File: src/source/uart_alu_cfg.svh
`ifndef UART_ALU_CFG_SVH
`define UART_ALU_CFG_SVH

// Serial frame and byte width
`define UART_DATA_BITS 8

// Clocks per bit period
// Receiver samples at half of this after the start edge
`define UART_CLKS_PER_BIT 16

// Entries per byte FIFO
// Same depth on the receive and transmit side
`define FIFO_DEPTH 4

`endif

File: src/source/uart_types_pkg.sv
package uart_types_pkg;

    ////////////////////
    // Serial line
    ////////////////////

    // Bit phase of a frame, shared by receiver and transmitter
    typedef enum logic [1:0] {
        idle  = 2'd0,
        start = 2'd1,
        data  = 2'd2,
        stop  = 2'd3
    } uart_line_state_e;

    ////////////////////
    // Byte queues
    ////////////////////

    // FIFO levels as seen by the consumer and producer
    typedef struct packed {
        logic empty;
        logic full;
    } fifo_status_t;

endpackage

File: src/source/alu_types_pkg.sv
package alu_types_pkg;

    `include "uart_alu_cfg.svh"

    // Opcodes carried in the low 6 bits of the first byte
    typedef enum logic [5:0] {
        op_srl = 6'h02,
        op_sra = 6'h03,
        op_add = 6'h20,
        op_sub = 6'h22,
        op_and = 6'h24,
        op_or  = 6'h25,
        op_xor = 6'h26,
        op_nor = 6'h27
    } alu_opcode_e;

    // Sequencer phases, one per collected byte plus compute and push
    typedef enum logic [2:0] {
        get_opcode,
        get_op1,
        get_op2,
        issue,
        push
    } seq_state_e;

    // Assembled command, 22 bits
    typedef struct packed {
        alu_opcode_e                opcode;
        logic [`UART_DATA_BITS-1:0] operand_a;
        logic [`UART_DATA_BITS-1:0] operand_b;
    } alu_command_t;

endpackage

File: src/source/uart_rx.sv
`timescale 1ns/1ps

`include "uart_alu_cfg.svh"

module uart_rx (
    input  logic                       i_clock,
    input  logic                       i_reset,
    input  logic                       i_rx,
    output logic [`UART_DATA_BITS-1:0] o_byte,
    output logic                       o_valid
);
    import uart_types_pkg::*;

    localparam int unsigned CLKS  = `UART_CLKS_PER_BIT;
    localparam int unsigned CNT_W = $clog2(CLKS);
    localparam int unsigned IDX_W = $clog2(`UART_DATA_BITS);

    uart_line_state_e           state;
    logic [1:0]                 rx_sync;
    logic [CNT_W-1:0]           tick_count;
    logic [IDX_W-1:0]           bit_index;
    logic [`UART_DATA_BITS-1:0] shift_reg;
    logic                       rx_bit;
    logic                       half_bit;
    logic                       full_bit;

    // Synchronised line level, oldest flop
    assign rx_bit   = rx_sync[1];
    // Mid start bit, then every bit period after it
    assign half_bit = (tick_count == CNT_W'(CLKS / 2 - 1));
    assign full_bit = (tick_count == CNT_W'(CLKS - 1));

    ////////////////////
    // Control
    ////////////////////

    always_ff @(posedge i_clock or posedge i_reset) begin
        if (i_reset) begin
            rx_sync    <= 2'b11;
            state      <= idle;
            tick_count <= '0;
            bit_index  <= '0;
            o_valid    <= 1'b0;
        end else begin
            rx_sync    <= {rx_sync[0], i_rx};
            tick_count <= tick_count + 1'b1;
            o_valid    <= 1'b0;
            case (state)
                idle: begin
                    tick_count <= '0;
                    // Falling start edge
                    if (!rx_bit) begin
                        state <= start;
                    end
                end
                start: begin
                    if (half_bit) begin
                        tick_count <= '0;
                        bit_index  <= '0;
                        // Glitch if the line went back high
                        state      <= rx_bit ? idle : data;
                    end
                end
                data: begin
                    if (full_bit) begin
                        tick_count <= '0;
                        bit_index  <= bit_index + 1'b1;
                        if (bit_index == IDX_W'(`UART_DATA_BITS - 1)) begin
                            state <= stop;
                        end
                    end
                end
                stop: begin
                    if (full_bit) begin
                        // Bad stop bit drops the byte
                        o_valid <= rx_bit;
                        state   <= idle;
                    end
                end
                default: state <= idle;
            endcase
        end
    end

    ////////////////////
    // Payload
    ////////////////////

    // LSB first, so new bits enter at the top
    always_ff @(posedge i_clock) begin
        if (state == data && full_bit) begin
            shift_reg <= {rx_bit, shift_reg[`UART_DATA_BITS-1:1]};
        end
        if (state == stop && full_bit) begin
            o_byte <= shift_reg;
        end
    end

endmodule

File: src/source/byte_fifo.sv
`timescale 1ns/1ps

`include "uart_alu_cfg.svh"

module byte_fifo (
    input  logic                         i_clock,
    input  logic                         i_reset,
    input  logic                         i_push,
    input  logic [`UART_DATA_BITS-1:0]   i_push_data,
    input  logic                         i_pop,
    output logic [`UART_DATA_BITS-1:0]   o_pop_data,
    output uart_types_pkg::fifo_status_t o_status
);
    localparam int unsigned DEPTH = `FIFO_DEPTH;
    localparam int unsigned PTR_W = (DEPTH > 1) ? $clog2(DEPTH) : 1;
    localparam int unsigned CNT_W = $clog2(DEPTH + 1);

    logic [`UART_DATA_BITS-1:0] mem [DEPTH];
    logic [PTR_W-1:0]           wr_ptr;
    logic [PTR_W-1:0]           rd_ptr;
    logic [CNT_W-1:0]           count;
    logic                       do_push;
    logic                       do_pop;

    // Qualified strobes, the buffer never over or underflows
    assign do_push = i_push && !o_status.full;
    assign do_pop  = i_pop && !o_status.empty;

    // Head of the queue is always on the output
    assign o_pop_data     = mem[rd_ptr];
    assign o_status.empty = (count == '0);
    assign o_status.full  = (count == CNT_W'(DEPTH));

    always_ff @(posedge i_clock or posedge i_reset) begin
        if (i_reset) begin
            wr_ptr <= '0;
            rd_ptr <= '0;
            count  <= '0;
        end else begin
            if (do_push) begin
                wr_ptr <= (wr_ptr == PTR_W'(DEPTH - 1)) ? '0 : wr_ptr + 1'b1;
            end
            if (do_pop) begin
                rd_ptr <= (rd_ptr == PTR_W'(DEPTH - 1)) ? '0 : rd_ptr + 1'b1;
            end
            // Push and pop together leave the count alone
            count <= count + CNT_W'(do_push) - CNT_W'(do_pop);
        end
    end

    always_ff @(posedge i_clock) begin
        if (do_push) begin
            mem[wr_ptr] <= i_push_data;
        end
    end

endmodule

File: src/source/alu_command_sequencer.sv
`timescale 1ns/1ps

`include "uart_alu_cfg.svh"

module alu_command_sequencer (
    input  logic                         i_clock,
    input  logic                         i_reset,
    input  logic [`UART_DATA_BITS-1:0]   i_rx_data,
    input  uart_types_pkg::fifo_status_t i_rx_status,
    output logic                         o_rx_pop,
    output alu_types_pkg::alu_command_t  o_command,
    input  logic [`UART_DATA_BITS-1:0]   i_result,
    input  uart_types_pkg::fifo_status_t i_tx_status,
    output logic                         o_tx_push,
    output logic [`UART_DATA_BITS-1:0]   o_tx_data
);
    import alu_types_pkg::*;

    localparam int unsigned OPC_W = $bits(alu_opcode_e);

    seq_state_e state;
    logic       byte_ready;

    // A byte is at the head and the last pop has already taken effect
    assign byte_ready = !i_rx_status.empty && !o_rx_pop;

    ////////////////////
    // State machine
    ////////////////////

    always_ff @(posedge i_clock or posedge i_reset) begin
        if (i_reset) begin
            state     <= get_opcode;
            o_rx_pop  <= 1'b0;
            o_tx_push <= 1'b0;
        end else begin
            // Strobes are single cycle pulses
            o_rx_pop  <= 1'b0;
            o_tx_push <= 1'b0;
            case (state)
                get_opcode: begin
                    if (byte_ready) begin
                        o_rx_pop <= 1'b1;
                        state    <= get_op1;
                    end
                end
                get_op1: begin
                    if (byte_ready) begin
                        o_rx_pop <= 1'b1;
                        state    <= get_op2;
                    end
                end
                get_op2: begin
                    if (byte_ready) begin
                        o_rx_pop <= 1'b1;
                        state    <= issue;
                    end
                end
                // Command complete, result captured below
                issue: state <= push;
                push: begin
                    // Held here while the output queue is full
                    if (!i_tx_status.full) begin
                        o_tx_push <= 1'b1;
                        state     <= get_opcode;
                    end
                end
                default: state <= get_opcode;
            endcase
        end
    end

    ////////////////////
    // Command and result
    ////////////////////

    always_ff @(posedge i_clock) begin
        // Upper two opcode byte bits are ignored
        if (state == get_opcode && byte_ready) begin
            o_command.opcode <= alu_opcode_e'(i_rx_data[OPC_W-1:0]);
        end
        if (state == get_op1 && byte_ready) begin
            o_command.operand_a <= i_rx_data;
        end
        if (state == get_op2 && byte_ready) begin
            o_command.operand_b <= i_rx_data;
        end
        if (state == issue) begin
            o_tx_data <= i_result;
        end
    end

endmodule

File: src/source/alu_core.sv
`timescale 1ns/1ps

`include "uart_alu_cfg.svh"

module alu_core (
    input  alu_types_pkg::alu_command_t i_command,
    output logic [`UART_DATA_BITS-1:0]  o_result
);
    import alu_types_pkg::*;

    localparam int unsigned SHIFT_W = $clog2(`UART_DATA_BITS);

    logic [`UART_DATA_BITS-1:0] a;
    logic [`UART_DATA_BITS-1:0] b;
    logic [SHIFT_W-1:0]         shamt;

    assign a     = i_command.operand_a;
    assign b     = i_command.operand_b;
    // Shift amount from the low bits of operand b only
    assign shamt = b[SHIFT_W-1:0];

    always_comb begin
        case (i_command.opcode)
            // Sums wrap at the data width
            op_add:  o_result = a + b;
            op_sub:  o_result = a - b;
            op_and:  o_result = a & b;
            op_or:   o_result = a | b;
            op_xor:  o_result = a ^ b;
            op_nor:  o_result = ~(a | b);
            // Sign bit fills in from the top
            op_sra:  o_result = $signed(a) >>> shamt;
            op_srl:  o_result = a >> shamt;
            // Unknown opcode
            default: o_result = '0;
        endcase
    end

endmodule

File: src/source/uart_tx.sv
`timescale 1ns/1ps

`include "uart_alu_cfg.svh"

module uart_tx (
    input  logic                         i_clock,
    input  logic                         i_reset,
    input  logic [`UART_DATA_BITS-1:0]   i_data,
    input  uart_types_pkg::fifo_status_t i_status,
    output logic                         o_pop,
    output logic                         o_tx
);
    import uart_types_pkg::*;

    localparam int unsigned CLKS  = `UART_CLKS_PER_BIT;
    localparam int unsigned CNT_W = $clog2(CLKS);
    localparam int unsigned IDX_W = $clog2(`UART_DATA_BITS);

    uart_line_state_e           state;
    logic [CNT_W-1:0]           tick_count;
    logic [IDX_W-1:0]           bit_index;
    logic [`UART_DATA_BITS-1:0] shift_reg;
    logic                       bit_done;

    assign bit_done = (tick_count == CNT_W'(CLKS - 1));

    always_ff @(posedge i_clock or posedge i_reset) begin
        if (i_reset) begin
            state      <= idle;
            tick_count <= '0;
            bit_index  <= '0;
            o_pop      <= 1'b0;
            o_tx       <= 1'b1;
        end else begin
            o_pop      <= 1'b0;
            tick_count <= bit_done ? '0 : tick_count + 1'b1;
            case (state)
                idle: begin
                    tick_count <= '0;
                    o_tx       <= 1'b1;
                    // Take the head byte and begin the start bit
                    if (!i_status.empty) begin
                        o_pop <= 1'b1;
                        o_tx  <= 1'b0;
                        state <= start;
                    end
                end
                start: begin
                    if (bit_done) begin
                        bit_index <= '0;
                        o_tx      <= shift_reg[0];
                        state     <= data;
                    end
                end
                data: begin
                    if (bit_done) begin
                        bit_index <= bit_index + 1'b1;
                        // Next data bit or the stop bit after the last one
                        o_tx      <= (bit_index == IDX_W'(`UART_DATA_BITS - 1)) ?
                                     1'b1 : shift_reg[1];
                        if (bit_index == IDX_W'(`UART_DATA_BITS - 1)) begin
                            state <= stop;
                        end
                    end
                end
                stop: begin
                    if (bit_done) begin
                        state <= idle;
                    end
                end
                default: state <= idle;
            endcase
        end
    end

    // Byte loads on the pop, then moves down one bit per period
    always_ff @(posedge i_clock) begin
        if (state == idle && !i_status.empty) begin
            shift_reg <= i_data;
        end else if (state == data && bit_done) begin
            shift_reg <= {1'b1, shift_reg[`UART_DATA_BITS-1:1]};
        end
    end

endmodule

File: src/source/uart_alu_top.sv
`timescale 1ns/1ps

`include "uart_alu_cfg.svh"

module uart_alu_top (
    input  logic i_clock,
    input  logic i_reset,
    input  logic i_rx,
    output logic o_tx
);
    import uart_types_pkg::*;
    import alu_types_pkg::*;

    ////////////////////
    // Input side
    ////////////////////

    logic [`UART_DATA_BITS-1:0] rx_byte;
    logic                       rx_valid;
    logic                       rx_push;
    logic [`UART_DATA_BITS-1:0] rx_data;
    fifo_status_t               rx_status;
    logic                       rx_pop;

    uart_rx uart_rx_i (
        .i_clock (i_clock),
        .i_reset (i_reset),
        .i_rx    (i_rx),
        .o_byte  (rx_byte),
        .o_valid (rx_valid)
    );

    // Byte arriving into a full queue is dropped
    assign rx_push = rx_valid && !rx_status.full;

    byte_fifo rx_fifo (
        .i_clock     (i_clock),
        .i_reset     (i_reset),
        .i_push      (rx_push),
        .i_push_data (rx_byte),
        .i_pop       (rx_pop),
        .o_pop_data  (rx_data),
        .o_status    (rx_status)
    );

    ////////////////////
    // Processing
    ////////////////////

    alu_command_t               command;
    logic [`UART_DATA_BITS-1:0] alu_result;
    logic                       tx_push;
    logic [`UART_DATA_BITS-1:0] tx_push_data;
    logic [`UART_DATA_BITS-1:0] tx_data;
    fifo_status_t               tx_status;
    logic                       tx_pop;

    alu_command_sequencer alu_command_sequencer_i (
        .i_clock     (i_clock),
        .i_reset     (i_reset),
        .i_rx_data   (rx_data),
        .i_rx_status (rx_status),
        .o_rx_pop    (rx_pop),
        .o_command   (command),
        .i_result    (alu_result),
        .i_tx_status (tx_status),
        .o_tx_push   (tx_push),
        .o_tx_data   (tx_push_data)
    );

    // Result comes back in the same cycle
    alu_core alu_core_i (
        .i_command (command),
        .o_result  (alu_result)
    );

    ////////////////////
    // Output side
    ////////////////////

    byte_fifo tx_fifo (
        .i_clock     (i_clock),
        .i_reset     (i_reset),
        .i_push      (tx_push),
        .i_push_data (tx_push_data),
        .i_pop       (tx_pop),
        .o_pop_data  (tx_data),
        .o_status    (tx_status)
    );

    uart_tx uart_tx_i (
        .i_clock  (i_clock),
        .i_reset  (i_reset),
        .i_data   (tx_data),
        .i_status (tx_status),
        .o_pop    (tx_pop),
        .o_tx     (o_tx)
    );

endmodule

File: config.mk
export PLATFORM = sky130hd
export DESIGN_NAME = uart_alu_top
export DESIGN_NICKNAME = d
export VERILOG_FILES = /design/src/source/uart_types_pkg.sv /design/src/source/alu_types_pkg.sv /design/src/source/uart_rx.sv /design/src/source/byte_fifo.sv /design/src/source/alu_command_sequencer.sv /design/src/source/alu_core.sv /design/src/source/uart_tx.sv /design/src/source/uart_alu_top.sv
export VERILOG_INCLUDE_DIRS = /design/src /design/src/source
export SDC_FILE = /design/constraint.sdc
export NUM_CORES = 1
export LEC_CHECK = 0
export ABC_CLOCK_PERIOD_IN_PS = 2600
export BUFFER_PORTS_ARGS = -buffer_cell sky130_fd_sc_hd__buf_2
export CAP_MARGIN = 0
export CORE_MARGIN = 3
export CORE_UTILIZATION = 45
export DETAILED_ROUTE_END_ITERATION = 8
export PLACE_DENSITY = 0.73
export RECOVER_POWER = 25
export SKIP_LAST_GASP = 1
export SLEW_MARGIN = 15
export SYNTH_ARGS = -nofsm -noshare
export SYNTH_HDL_FRONTEND = slang
export SYNTH_SLANG_ARGS = --single-unit
File: constraint.sdc
create_clock -name i_clock -period 2.6 [get_ports i_clock]
set_clock_uncertainty 0.1 [all_clocks]
set_input_delay 0.65 -clock i_clock [delete_from_list [all_inputs] [get_ports i_clock]]
set_output_delay 0.65 -clock i_clock [all_outputs]
set_load 0.05 [all_outputs]
After elaboration in Yosys (flattened, before gate mapping)
Memories as Yosys holds them, arrays and structs flattened. Cells that the tools add are included.

Output and inout port bits: 1. Memories: 2. ROM bits: 0. Bits in writable memories: 64. Latch bits: 0. Logic and storage cells: 178. Bits in registers: 96. Input bits: 3.

Reduce and logical (&&, ||, !) cells: 34. Muxes and demuxes: 53. Add/subtract/negate cells: 14. Order comparisons: 0. Divide/modulo/power cells: 0. Bitwise gates (word level): 4. Multipliers: 0. Equal/unequal tests: 43. Shifts and indexed selects: 2.

Memories: rx_fifo.mem (words 4, bits a word 8, rd ports 1, clocked after Yosys merged registers in 0, wr ports 1, line byte_fifo.sv:18) `` logic [`UART_DATA_BITS-1:0] mem [DEPTH]; ``; tx_fifo.mem (words 4, bits a word 8, rd ports 1, clocked after Yosys merged registers in 0, wr ports 1, line byte_fifo.sv:18).

Operators with widths (count): 8-bit one-hot mux with 8 select lines (1); 6-bit equality test, second input constant (6); 2-bit 2-to-1 mux (15); 3-bit 2-to-1 mux (8); 2-bit by 1-bit != test with 1-bit output, second input constant (11); 2-bit equality test, second input constant (8); 1-bit 2-to-1 mux (16); 4-bit 2-to-1 mux (4); 8-bit 2-to-1 mux (2); 2-bit one-hot mux with 4 select lines (2); 3-bit equality test, second input constant (5); 3-bit one-hot mux with 5 select lines (1); 1-bit logical AND (13); 6-bit by 2-bit equality test with 1-bit output, second input constant (2); 3-bit one-hot mux with 2 select lines (2); 4-bit one-hot mux with 3 select lines (1); 5-bit AND reduction (2); 3-bit zero test (3); 3-bit AND reduction (3); 2-bit by 1-bit adder with 2-bit output, second input constant (4); 4-bit by 1-bit adder with 4-bit output, second input constant (2); 8-bit adder (1); 8-bit AND (1); 4-bit equality test, second input constant (2); other kinds (21) (35).

Logic depth before layout (Yosys ltp)
Gate-level depths: netlist of run 1.

Depth in word-level cells: 6. Gate-level depth with buffers: 13. Gate-level depth less buffers: 11.

By module
Synthesis of run 1 repeated with hierarchy kept, for this count alone.

Cells, all modules: 540. Area, all modules: 7822.5 um^2.

By module, submodules not included: byte_fifo (times used 2, sequential area each 1136.1 um^2, cells each 82, area an instance 1621.6 um^2); alu_core (times used 1, sequential area each 0.0 um^2, cells each 176, area an instance 1356.3 um^2); alu_command_sequencer (times used 1, sequential area each 1026.0 um^2, cells each 57, area an instance 1169.9 um^2); uart_rx (times used 1, sequential area each 783.3 um^2, cells each 70, area an instance 1083.5 um^2); uart_tx (times used 1, sequential area each 516.7 um^2, cells each 72, area an instance 955.9 um^2); uart_alu_top (times used 1, sequential area each 0.0 um^2, cells each 1, area an instance 13.8 um^2).

Worst setup path after synthesis of run 1
No wires, ideal clock.

Kind: reg2reg. Start: register alu_command_sequencer_i.o_command[1] in the netlist's numbering. End: register alu_command_sequencer_i.o_tx_data[7] (data pin). Stages on the path, launching flop included: 14. Arrival: 2515 ps. Period minus slack after synthesis: 2877 ps. Path buffers: 2. Setup slack: -277 ps. Data required time: 2237 ps. Setup time: 263 ps. Cells stage by stage: edfxtp_1 > clkbuf_1 > clkbuf_1 > inv_1 > ha_1 > nand2_1 > o21ai_0 > xnor2_1 > ha_1 > o211ai_1 > a21oi_1 > o41ai_1 > or4_1 > nand3_1.

Cells in the longest elaborated chain, start to end: 2. Elaborated cells on any way between the ends: 5. Those cells by class: 2 x add/sub; 2 x shift; 1 x mux.

RTL lines: start: declaration (line alu_command_sequencer.sv:11) `output alu_types_pkg::alu_command_t o_command,`; 8-bit subtractor (tied with other cells) (line alu_core.sv:26) `op_sub: o_result = a - b;`; 8-bit one-hot mux with 8 select lines * (line alu_core.sv:23) `case (i_command.opcode)`; named net alu_command_sequencer_i.i_result[7] (line alu_command_sequencer.sv:12) `` input logic [`UART_DATA_BITS-1:0] i_result, ``; end signal: assignment (line alu_command_sequencer.sv:89) `o_tx_data <= i_result;`; end: declaration (line alu_command_sequencer.sv:15) `` output logic [`UART_DATA_BITS-1:0] o_tx_data ``.

The timed path passes the listed nets; every way through them passes the cells marked *. A chain may end at the register's enable or synchronous reset.

Worst setup path after layout of run 1
Start: register alu_command_sequencer_i.o_command[20] in the netlist's numbering. End: register alu_command_sequencer_i.o_tx_data[7] (data pin).

Cells in the longest elaborated chain, start to end: 2. Elaborated cells on any way between the ends: 9. Those cells by class: 8 x eq/ne; 1 x mux.

RTL lines (line): 6-bit by 2-bit equality test with 1-bit output or 6-bit equality test (tied branches) (alu_core.sv:23); 8-bit one-hot mux with 8 select lines * (alu_core.sv:23); named net alu_command_sequencer_i.i_result[7] (alu_command_sequencer.sv:12).

Marked as above.

==> results of run 1 <==
power groups by stage:
stage                     Clock [W]  Combinational [W]  Sequential (W)
after floorplan                   0           0.000197         0.00285
after global routing        0.00260           0.000293         0.00281
after CTS                   0.00248           0.000249         0.00281
final                       0.00243           0.000248         0.00281
after detailed placement          0           0.000246         0.00286
after global placement            0           0.000227         0.00285
cell families (layout without fill, tap and decap cells):
family,after synthesis,count (layout),synth area share
AOI/OAI and AO/OA,84,84,0.0693
xor gates and xnor gates,25,25,0.0288
adders and majority gates,57,57,0.0968
buffers and inverters,54,107,0.0270
DFF,160,160,0.605
muxes,44,44,0.0912
and+or+nand+nor,123,123,0.0820
layout by cell type (no fill, tap or decap), types with 3 or more instances in the layout:
cell	instances
xnor2_1	17
a21oi_1	15
mux2_2	12
o21ai_1	3
a21o_1	4
nand3_1	6
mux4_2	19
nor2_1	22
nor3_1	11
a22o_1	5
ha_1	53
inv_1	39
clkbuf_16	17
mux2i_1	12
o21ai_0	28
dfrtp_1	39
buf_2	3
and2_1	7
nand2b_1	9
or3_1	4
a221oi_1	4
nor2b_1	3
xor2_1	7
edfxtp_1	118
o22ai_1	3
buf_4	30
o211ai_1	4
clkinv_4	3
nand2_1	35
and3_1	7
worst max-delay path, cell delays in order, from the launching register on:
cell and delay, ns:
edfxtp_1 0.40, or3b_4 0.42, buf_6 0.13, nor3_2 0.09, buf_4 0.16, nor2_2 0.04, xnor2_1 0.13, ha_1 0.33
o211ai_1 0.12, a21oi_2 0.20, o41ai_2 0.09, or4_1 0.39, nand3_1 0.09
metal layers:
| layer | up-vias | share of wire | track usage |
|---|---|---|---|
| li1 | 2106 | - | - |
| met1 | 2174 | 0.41 | 0.185 |
| met2 | 82 | 0.52 | 0.275 |
| met3 | 36 | 0.036 | 0.0422 |
| met4 | 0 | 0.027 | 0.0705 |
| met5 | - | 0 | 0 |
worst paths after layout:
path                                                        from                                    to  slack, ns  cells past startpoint
setup / recovery           alu_command_sequencer_i.o_command[20]  alu_command_sequencer_i.o_tx_data[7]      -0.24                     12
hold / removal                                              i_rx                  uart_rx_i.rx_sync[0]       0.23                      1
setup reg to reg           alu_command_sequencer_i.o_command[20]  alu_command_sequencer_i.o_tx_data[7]      -0.24                     12
hold reg to reg                             uart_rx_i.rx_sync[0]                  uart_rx_i.rx_sync[1]       0.26                      0
max in group asynchronous                                i_reset                  uart_rx_i.rx_sync[0]       1.78                      3
min in group asynchronous                                i_reset               uart_tx_i.tick_count[0]       0.25                      3
layout make-up:
cell class                 instances  share of cell area
clock buffer                      21              0.0527
tap                              216              0.0309
multi-input combinational        333               0.328
clock inverter                    11              0.0147
inverter                          40              0.0172
timing repair buffer              35              0.0301
sequential                       160               0.526
through the flow:
| stage | hold WS (ns) | cell area (sq um) | setup TNS (ns) |
|---|---|---|---|
| 2_1_floorplan | 0.245 | 7630 | -0.193 |
| 3_3_place_gp | 0.250 | 8070 | -0.313 |
| 3_5_place_dp | 0.248 | 8070 | -0.533 |
| 4_1_cts | 0.209 | 8700 | -0.736 |
| 5_1_grt | 0.204 | 8740 | -1.60 |
| 6_report | 0.230 | 8740 | -0.824 |
repair_timing:
action | in CTS | in global routing
setup buffers | 3 | 0
hold buffers | 0 | 0
pin swaps | 6 | 12
gates resized for setup | 7 | 8
setup endpoints to repair | 7 | 9
==> results by group, run 1 <==
GRT
  • Largest net degree at the start of global routing: 43
  • First-pass GRT wire length: 22500 microns
  • Gr ovfl total: 0
  • Initial antenna violation count: 0
  • Vias in the first global route: 4669
  • GRT Total Usage: 0.159

Critical path
  • Critical Path End Type: flop
  • CP Class: reg2reg
  • CP arrival: 3.02 ns
  • WP data required: 2.78 ns
  • Crit-path max FO: 3
  • Startpoint types: flop

Routing
  • Routed Antenna Nets: 0
  • Routed len/inst: 16.3 microns
  • Vias: 4398
  • Routed WL: 13300 microns
  • Starting DRC count in detailed routing: 362
  • Drt via density: 5.39
  • DRC violations left: 0
  • DRT Pass-1 Iters: 5

Final layout
  • Nets: 647
  • Final core utilization: 0.539
  • Fillers: 1329
  • Sequential cell area: 4600 sq um
  • Share of cells above drive strength 1: 0.198
  • Post-route insts no fill: 816
  • Top flop regs: rx_fifo.mem (32), tx_fifo.mem (32), alu_command_sequencer_i.o_command (22)
  • # diodes: 0
  • Area taken by multi-input logic gates: 2870 sq um
  • Area grow syn2layout: 15.0%

Clocking
  • CTS buffer count: 17
  • H-tree depth: 4
  • CTS Sinks: 160
  • Worst-Skew Late Latency: 0.42 ns
  • Worst-path clk slew: 0.06 ns
  • CTS tree: built
  • Root Driver: clkbuf_16
  • Clk buf depth: 2

Logic synthesis
  • Top post-synthesis cells by area: edfxtp_1, dfrtp_1, ha_1
  • Post-synth top cells: edfxtp_1, ha_1, inv_1, dfrtp_1, nand2_1
  • Seq/Total Area, Yosys: 0.605
  • EDFF count, synth: 118
  • Synth area leader: edfxtp_1
  • Post-Syn Area: 7600 sq um
  • Synthesis-stage register bit count: 160
  • Yosys warns: 0
  • Syn nets: 607
  • Yosys cell types: 55
  • Count leader, synth: edfxtp_1
  • Cell count after synthesis: 547
  • Avg Cell Area, Syn: 13.9 sq um
  • Area fraction of the dominant cell type after synthesis: 0.466
  • Primary FF master, synth: edfxtp_1
  • Synth async-reset ratio: 0.263

Pwr
  • Design Power: 0.00549 W
  • Flop pwr share: 0.512
  • P_sw: 0.00115 W
  • Pint: 0.00433 W
  • Leakage: 3.46 nW
  • Proportion of power drawn by the clock network: 0.443
  • Sw Ratio: 0.210
  • IR drop worst, VDD: 0.000559 V
  • PD cells: 628 nW/um^2
  • Power share of the combinational group: 0.045

Placement
  • Placed instance count: 781
  • RD Place Congestion: 0.879
  • Dpl ws: -0.203 ns
  • Final HPWL DP: 9470 microns
  • Buffers on Ports: 3

Floorplanning
  • Rows: 46
  • Die width: 136 microns
  • Core Area: 16200 sq um
  • Die ar.: 18500 sq um
  • Die Y: 136 microns
  • I/O Pins: 4
  • Initial Utilization: 0.468

Timing
  • Min Tclk post-route: 2.84 ns
  • Final Max Slew Viols: 0
  • Worst-margin pin slew: 0.664 ns
  • Tcrit/Tclk final: 1.09
  • Hold Vio Cnt, Final: 0
  • Final-report setup violation count: 7
  • Worst Setup Slack, final: -0.238 ns
  • RSZ-0062 raised after global routing: yes
  • Slew margin rel.: 0.556
  • Max Clock Freq: 0.352 GHz

Flow run
  • Count of maximum capacitance violations: 0

Status
  • Violated checks: setup timing
  • Status: finished, violations left

Worst hold path
  • Worst min-delay path class: in2reg
Note: power is estimated with default switching activity, not from simulation.
==> run 2: changes to the inputs <==
--- a/config.mk
+++ b/config.mk
@@ -12,8 +12,10 @@
 export CORE_MARGIN = 3
 export CORE_UTILIZATION = 45
 export DETAILED_ROUTE_END_ITERATION = 8
+export MAX_ROUTING_LAYER = met4
 export PLACE_DENSITY = 0.73
 export RECOVER_POWER = 25
+export SETUP_SLACK_MARGIN = 0.2
 export SKIP_LAST_GASP = 1
 export SLEW_MARGIN = 15
 export SYNTH_ARGS = -nofsm -noshare
==> run 2 against run 1 <==
- non-clock buffer count increased by 5
- register-to-register slack improved by 0.06 ns
- critical endpoint is now alu_command_sequencer_i.o_tx_data[3]
- the run still ends with setup timing left
- core utilization increased by 0.39 points
- sequential cell count unchanged
==> results by group, run 2 (synthesis gave the netlist of run 1 again) <==
Timing
  • Min Tclk post-route: 2.78 ns
  • Final Max Slew Viols: 0
  • Worst Setup Slack, final: -0.175 ns
  • Tcrit/Tclk final: 1.07
  • Slew margin rel.: 0.531
  • Worst-margin pin slew: 0.703 ns
  • RSZ-0062 raised after global routing: yes
  • Final-report setup violation count: 6
  • Hold Vio Cnt, Final: 0
  • Max Clock Freq: 0.360 GHz
  • WHS: 0.233 ns

Critical path
  • Crit-path most repeated cell: nand2b_1
  • WP buf/inv: 1
  • CP max stage cell: or3b_4
  • Worst path top cell family by delay: simple AND/OR/NAND/NOR gates
  • Critical Path End Type: flop
  • Critical path cell sequence: or3b_4 > or3_4 > mux2i_2 > ha_1 > nand2b_1 > buf_4 > nand2b_1 > a21oi_1 > xor2_1 > o211ai_1
  • Worst path max stage delay: 0.42 ns
  • CP Class: reg2reg
  • Crit-path max FO: 4
  • CP arrival: 2.82 ns
  • WP data required: 2.65 ns
  • Startpoint types: flop

Routing
  • Routed WL: 13400 microns
  • Routed Antenna Nets: 0
  • DRT Pass-1 Iters: 6
  • Starting DRC count in detailed routing: 382
  • Drt via density: 5.31
  • Vias: 4358
  • Routed len/inst: 16.3 microns
  • DRC violations left: 0

Clocking
  • Clk buf depth: 2
  • Hold buffers post-CTS: 0
  • CTS tree: built
  • Root Driver: clkbuf_16
  • CTS Sinks: 160
  • Worst-path clk slew: 0.06 ns
  • Worst-Skew Late Latency: 0.42 ns
  • CTS buffer count: 17
  • H-tree depth: 4

Status
  • Violated checks: setup timing
  • Status: finished, violations left

Final layout
  • Commonest non-fill, non-tap cell in the layout: edfxtp_1
  • Final core utilization: 0.542
  • Commonest non-fill, non-tap cells in the layout: edfxtp_1, ha_1, inv_1
  • Area grow syn2layout: 15.8%
  • Fillers: 1293
  • Top flop regs: rx_fifo.mem (32), tx_fifo.mem (32), alu_command_sequencer_i.o_command (22)
  • # diodes: 0
  • Area taken by multi-input logic gates: 2870 sq um
  • Sequential cell area: 4600 sq um
  • Nets: 652
  • Share of cells above drive strength 1: 0.208

GRT
  • Largest net degree at the start of global routing: 34
  • Vias in the first global route: 4427
  • GRT Total Usage: 0.160
  • Gr ovfl total: 0
  • First-pass GRT wire length: 22000 microns
  • Initial antenna violation count: 0

Floorplanning
  • Die Y: 136 microns
  • Core Area: 16200 sq um
  • Rows: 46
  • Die width: 136 microns
  • I/O Pins: 4
  • Initial Utilization: 0.468
  • Die ar.: 18500 sq um

Placement
  • Buffers on Ports: 3
  • RD Place Congestion: 0.953
  • Dpl ws: -0.195 ns
  • Final HPWL DP: 9670 microns

Worst hold path
  • Worst min-delay path class: in2reg

Pwr
  • Leakage: 3.49 nW
  • PD cells: 642 nW/um^2
  • Design Power: 0.00565 W
  • IR drop worst, VDD: 0.000617 V

Flow run
  • Count of maximum capacitance violations: 0
## run 2: cell types whose count changed in the layout (fill, tap and decap cells not counted), sizes merged
cell    previous run  this run
buf               35        40
clkinv             6         0
clkbuf            21        20
inv               41        47
bufinv             2         3
## run 2: final cells by class
type	instances	share of cell area
tap	216	0.0307
inverter	40	0.0171
timing repair buffer	40	0.0333
clock inverter	12	0.0192
sequential	160	0.522
multi-input combinational	333	0.325
clock buffer	20	0.0519
## run 2: repair_timing
item,CTS,global route
resized for setup,4,7
setup endpoints to repair,9,10
buffers inserted,3,3
pin swaps,4,5
## run 2: metrics by stage
stage	setup TNS [ns]	instance area, sq um	cells
final	-0.720	8800	821
after global placement	-0.419	8090	783
after floorplan	-0.192	7630	547
after detailed placement	-0.695	8090	783
after global routing	-1.60	8800	821
after CTS	-0.842	8750	818
## run 2: path summary, 6_finish.rpt
kind / endpoint / start / slack [ns] / cells past startpoint
worst max-delay path: alu_command_sequencer_i.o_tx_data[3] / alu_command_sequencer_i.o_command[20] / -0.18 / 10
worst min-delay path: uart_rx_i.rx_sync[0] / i_rx / 0.23 / 1
worst max register to register: alu_command_sequencer_i.o_tx_data[3] / alu_command_sequencer_i.o_command[20] / -0.18 / 10
worst min register to register: uart_rx_i.rx_sync[1] / uart_rx_i.rx_sync[0] / 0.27 / 0
max in group asynchronous: uart_rx_i.tick_count[2] / i_reset / 1.60 / 3
min in group asynchronous: uart_rx_i.bit_index[1] / i_reset / 0.24 / 2
## run 2: where the power goes
group	leakage [nW]	switching [W]	total [W]	internal [W]
clock network	0.301	0.00101	0.00259	0.00159
registers	1.63	0.0000452	0.00281	0.00276
logic	1.56	0.000146	0.000248	0.000101
## run 2: layer usage
layer | vias up | global-route usage | part of all wire
met3 | 18 | 0.0433 | 0.030
met4 | 0 | 0.0577 | 0.021
met1 | 2156 | 0.195 | 0.44
li1 | 2109 | - | -
met2 | 75 | 0.259 | 0.51
met5 | - | - | 0
==> run 3: changes to the inputs <==
--- a/config.mk
+++ b/config.mk
@@ -13,7 +13,7 @@
 export CORE_UTILIZATION = 45
 export DETAILED_ROUTE_END_ITERATION = 8
 export MAX_ROUTING_LAYER = met4
-export PLACE_DENSITY = 0.73
+export PLACE_DENSITY = 0.71
 export RECOVER_POWER = 25
 export SETUP_SLACK_MARGIN = 0.2
 export SKIP_LAST_GASP = 1
==> run 3 against run 2 <==
- the run still ends with setup timing left
- sequential cell count did not move
- sequential power barely moved
- routed wire length barely moved
- non-clock buffer count fell by 3
- first-iteration DRC count fell by 31%
- cell count fell by 0.37%
- critical path depth rose by 1
- sequential share of layout area rose by 0.71 points
- cell area fell by 1.4%
- clock power fell by 14%
- worst hold slack got worse by 0.20 ns
- total power fell by 6.3%
- critical path type unchanged
==> results by group, run 3 (synthesis gave the netlist of run 1 again) <==
GRT
  • Vias in the first global route: 4542
  • First-pass GRT wire length: 22500 microns
  • Initial antenna violation count: 0
  • GRT Total Usage: 0.161
  • Largest net degree at the start of global routing: 35
  • Gr ovfl total: 0

Final layout
  • Area taken by multi-input logic gates: 2860 sq um
  • Commonest non-fill, non-tap cells in the layout: edfxtp_1, ha_1, inv_1, dfrtp_1, nand2_1
  • Final instance area: 8680 sq um
  • Share of cells above drive strength 1: 0.191
  • Commonest non-fill, non-tap cell in the layout: edfxtp_1
  • Nets: 649
  • Post-route insts no fill: 818
  • Area grow syn2layout: 14.2%
  • # diodes: 0
  • Sequential cell area: 4600 sq um
  • Top flop regs: rx_fifo.mem (32), tx_fifo.mem (32), alu_command_sequencer_i.o_command (22)
  • Fillers: 1331

Critical path
  • WP buf/inv: 1
  • Critical Path End Type: flop
  • CP max stage cell: or3b_4
  • Worst path top cell family by delay: simple AND/OR/NAND/NOR gates
  • Crit-path max FO: 3
  • Startpoint types: flop
  • WP data required: 2.77 ns
  • Reg2Reg Depth: 11
  • R2R setup slack: -0.19 ns
  • CP arrival: 2.96 ns
  • Worst path max stage delay: 0.42 ns
  • CP Class: reg2reg
  • Worst r2r src: alu_command_sequencer_i.o_command[19]
  • Critical path cell sequence: or3b_4 > or3_4 > buf_4 > o41ai_1 > xnor2_1 > ha_1 > o21ai_0 > nand2b_1 > o41ai_2 > or4_1 > nand3_1
  • Reg-to-Reg End: alu_command_sequencer_i.o_tx_data[7]

Clocking
  • Worst-Skew Late Latency: 0.41 ns
  • H-tree depth: 4
  • CTS Sinks: 160
  • Clk buf depth: 2
  • Worst-path clk slew: 0.07 ns
  • Root Driver: clkbuf_16
  • CTS tree: built
  • CTS buffer count: 17

Status
  • Violated checks: setup timing
  • Status: finished, violations left

Placement
  • Final HPWL DP: 9720 microns
  • RD Place Congestion: 0.886
  • Buffers on Ports: 3
  • Placed Instance Area: 8060 sq um
  • Placed instance count: 780

Floorplanning
  • I/O Pins: 4
  • Die ar.: 18500 sq um
  • Die Y: 136 microns
  • Die width: 136 microns
  • Rows: 46
  • Core Area: 16200 sq um
  • Initial Utilization: 0.468

Timing
  • Final Max Slew Viols: 0
  • Min Tclk post-route: 2.79 ns
  • Worst Setup Slack, final: -0.193 ns
  • Max Clock Freq: 0.358 GHz
  • Tcrit/Tclk final: 1.07
  • Final TNS setup: -0.640 ns
  • Final-report setup violation count: 6
  • Worst-margin pin slew: 0.697 ns
  • Hold Vio Cnt, Final: 0
  • WHS: 0.0365 ns
  • Slew margin rel.: 0.533
  • RSZ-0062 raised after global routing: yes

Pwr
  • IR drop worst, VDD: 0.000530 V
  • PD cells: 610 nW/um^2
  • Leakage: 3.46 nW

Routing
  • DRC violations left: 0
  • Routed len/inst: 16.4 microns
  • Vias: 4322
  • DRT Pass-1 Iters: 5
  • Drt via density: 5.28
  • Routed WL: 13400 microns
  • Routed Antenna Nets: 0
  • Starting DRC count in detailed routing: 263

Flow run
  • Count of maximum capacitance violations: 0

Worst hold path
  • Worst min-delay path class: in2async
run 3: cell count changes in the layout (fill, tap and decap cells not counted), sizes merged:
| cell | before | now |
|---|---|---|
| buf | 40 | 36 |
| bufinv | 3 | 0 |
| clkinv | 0 | 7 |
| clkinvlp | 2 | 1 |
| inv | 47 | 45 |
run 3: timing repair:
item                                    4_1_cts  5_1_grt
buffers inserted                              2        4
endpoints found under the setup margin        9        9
pin swaps                                     1        7
gates cloned                                  0        0
gates resized for setup                       5        3
hold buffers                                  0        0
run 3: per-layer routing:
metal	share of wire	up-vias	global-route usage
met2	0.53	53	0.273
met3	0.021	12	0.0329
met1	0.44	2152	0.196
li1	-	2105	-
met4	0.011	0	0.0465
met5	0	-	-
run 3: worst max-delay path by stage:
stage / startpoint / endpoint / slack (ns) / cells past startpoint
floorplan: alu_command_sequencer_i.o_command[20] / alu_command_sequencer_i.o_tx_data[7] / -0.1 / 10
global placement: alu_command_sequencer_i.o_command[20] / alu_command_sequencer_i.o_tx_data[7] / -0.15 / 10
detailed placement: alu_command_sequencer_i.o_command[20] / alu_command_sequencer_i.o_tx_data[6] / -0.19 / 9
CTS: alu_command_sequencer_i.o_command[20] / alu_command_sequencer_i.o_tx_data[6] / -0.20 / 9
global route: alu_command_sequencer_i.o_command[19] / alu_command_sequencer_i.o_tx_data[7] / -0.35 / 11
finish: alu_command_sequencer_i.o_command[19] / alu_command_sequencer_i.o_tx_data[7] / -0.19 / 11
run 3: layout make-up:
| class | count | share of cell area |
|---|---|---|
| flip-flops and latches | 160 | 0.530 |
| multi-input cells | 333 | 0.329 |
| clock buffers | 19 | 0.0499 |
| well taps | 216 | 0.0311 |
| repair buffers | 37 | 0.0310 |
| inverters | 40 | 0.0173 |
| clock inverters | 13 | 0.0120 |
run 3: report_power, final:
group          leakage (nW)  internal [W]  switching [W]
registers              1.63       0.00276      0.0000419
logic                  1.56      0.000100       0.000154
clock network         0.262       0.00124       0.000997
total                  3.46       0.00410        0.00119
run 3: through the flow:
stage          total power (W)   util  setup WS, ns
2_1_floorplan          0.00304      -       -0.0966
3_3_place_gp           0.00308  0.497        -0.146
3_5_place_dp           0.00311  0.497        -0.189
4_1_cts                0.00534  0.532        -0.198
5_1_grt                0.00551  0.535        -0.345
6_report               0.00530  0.535        -0.193
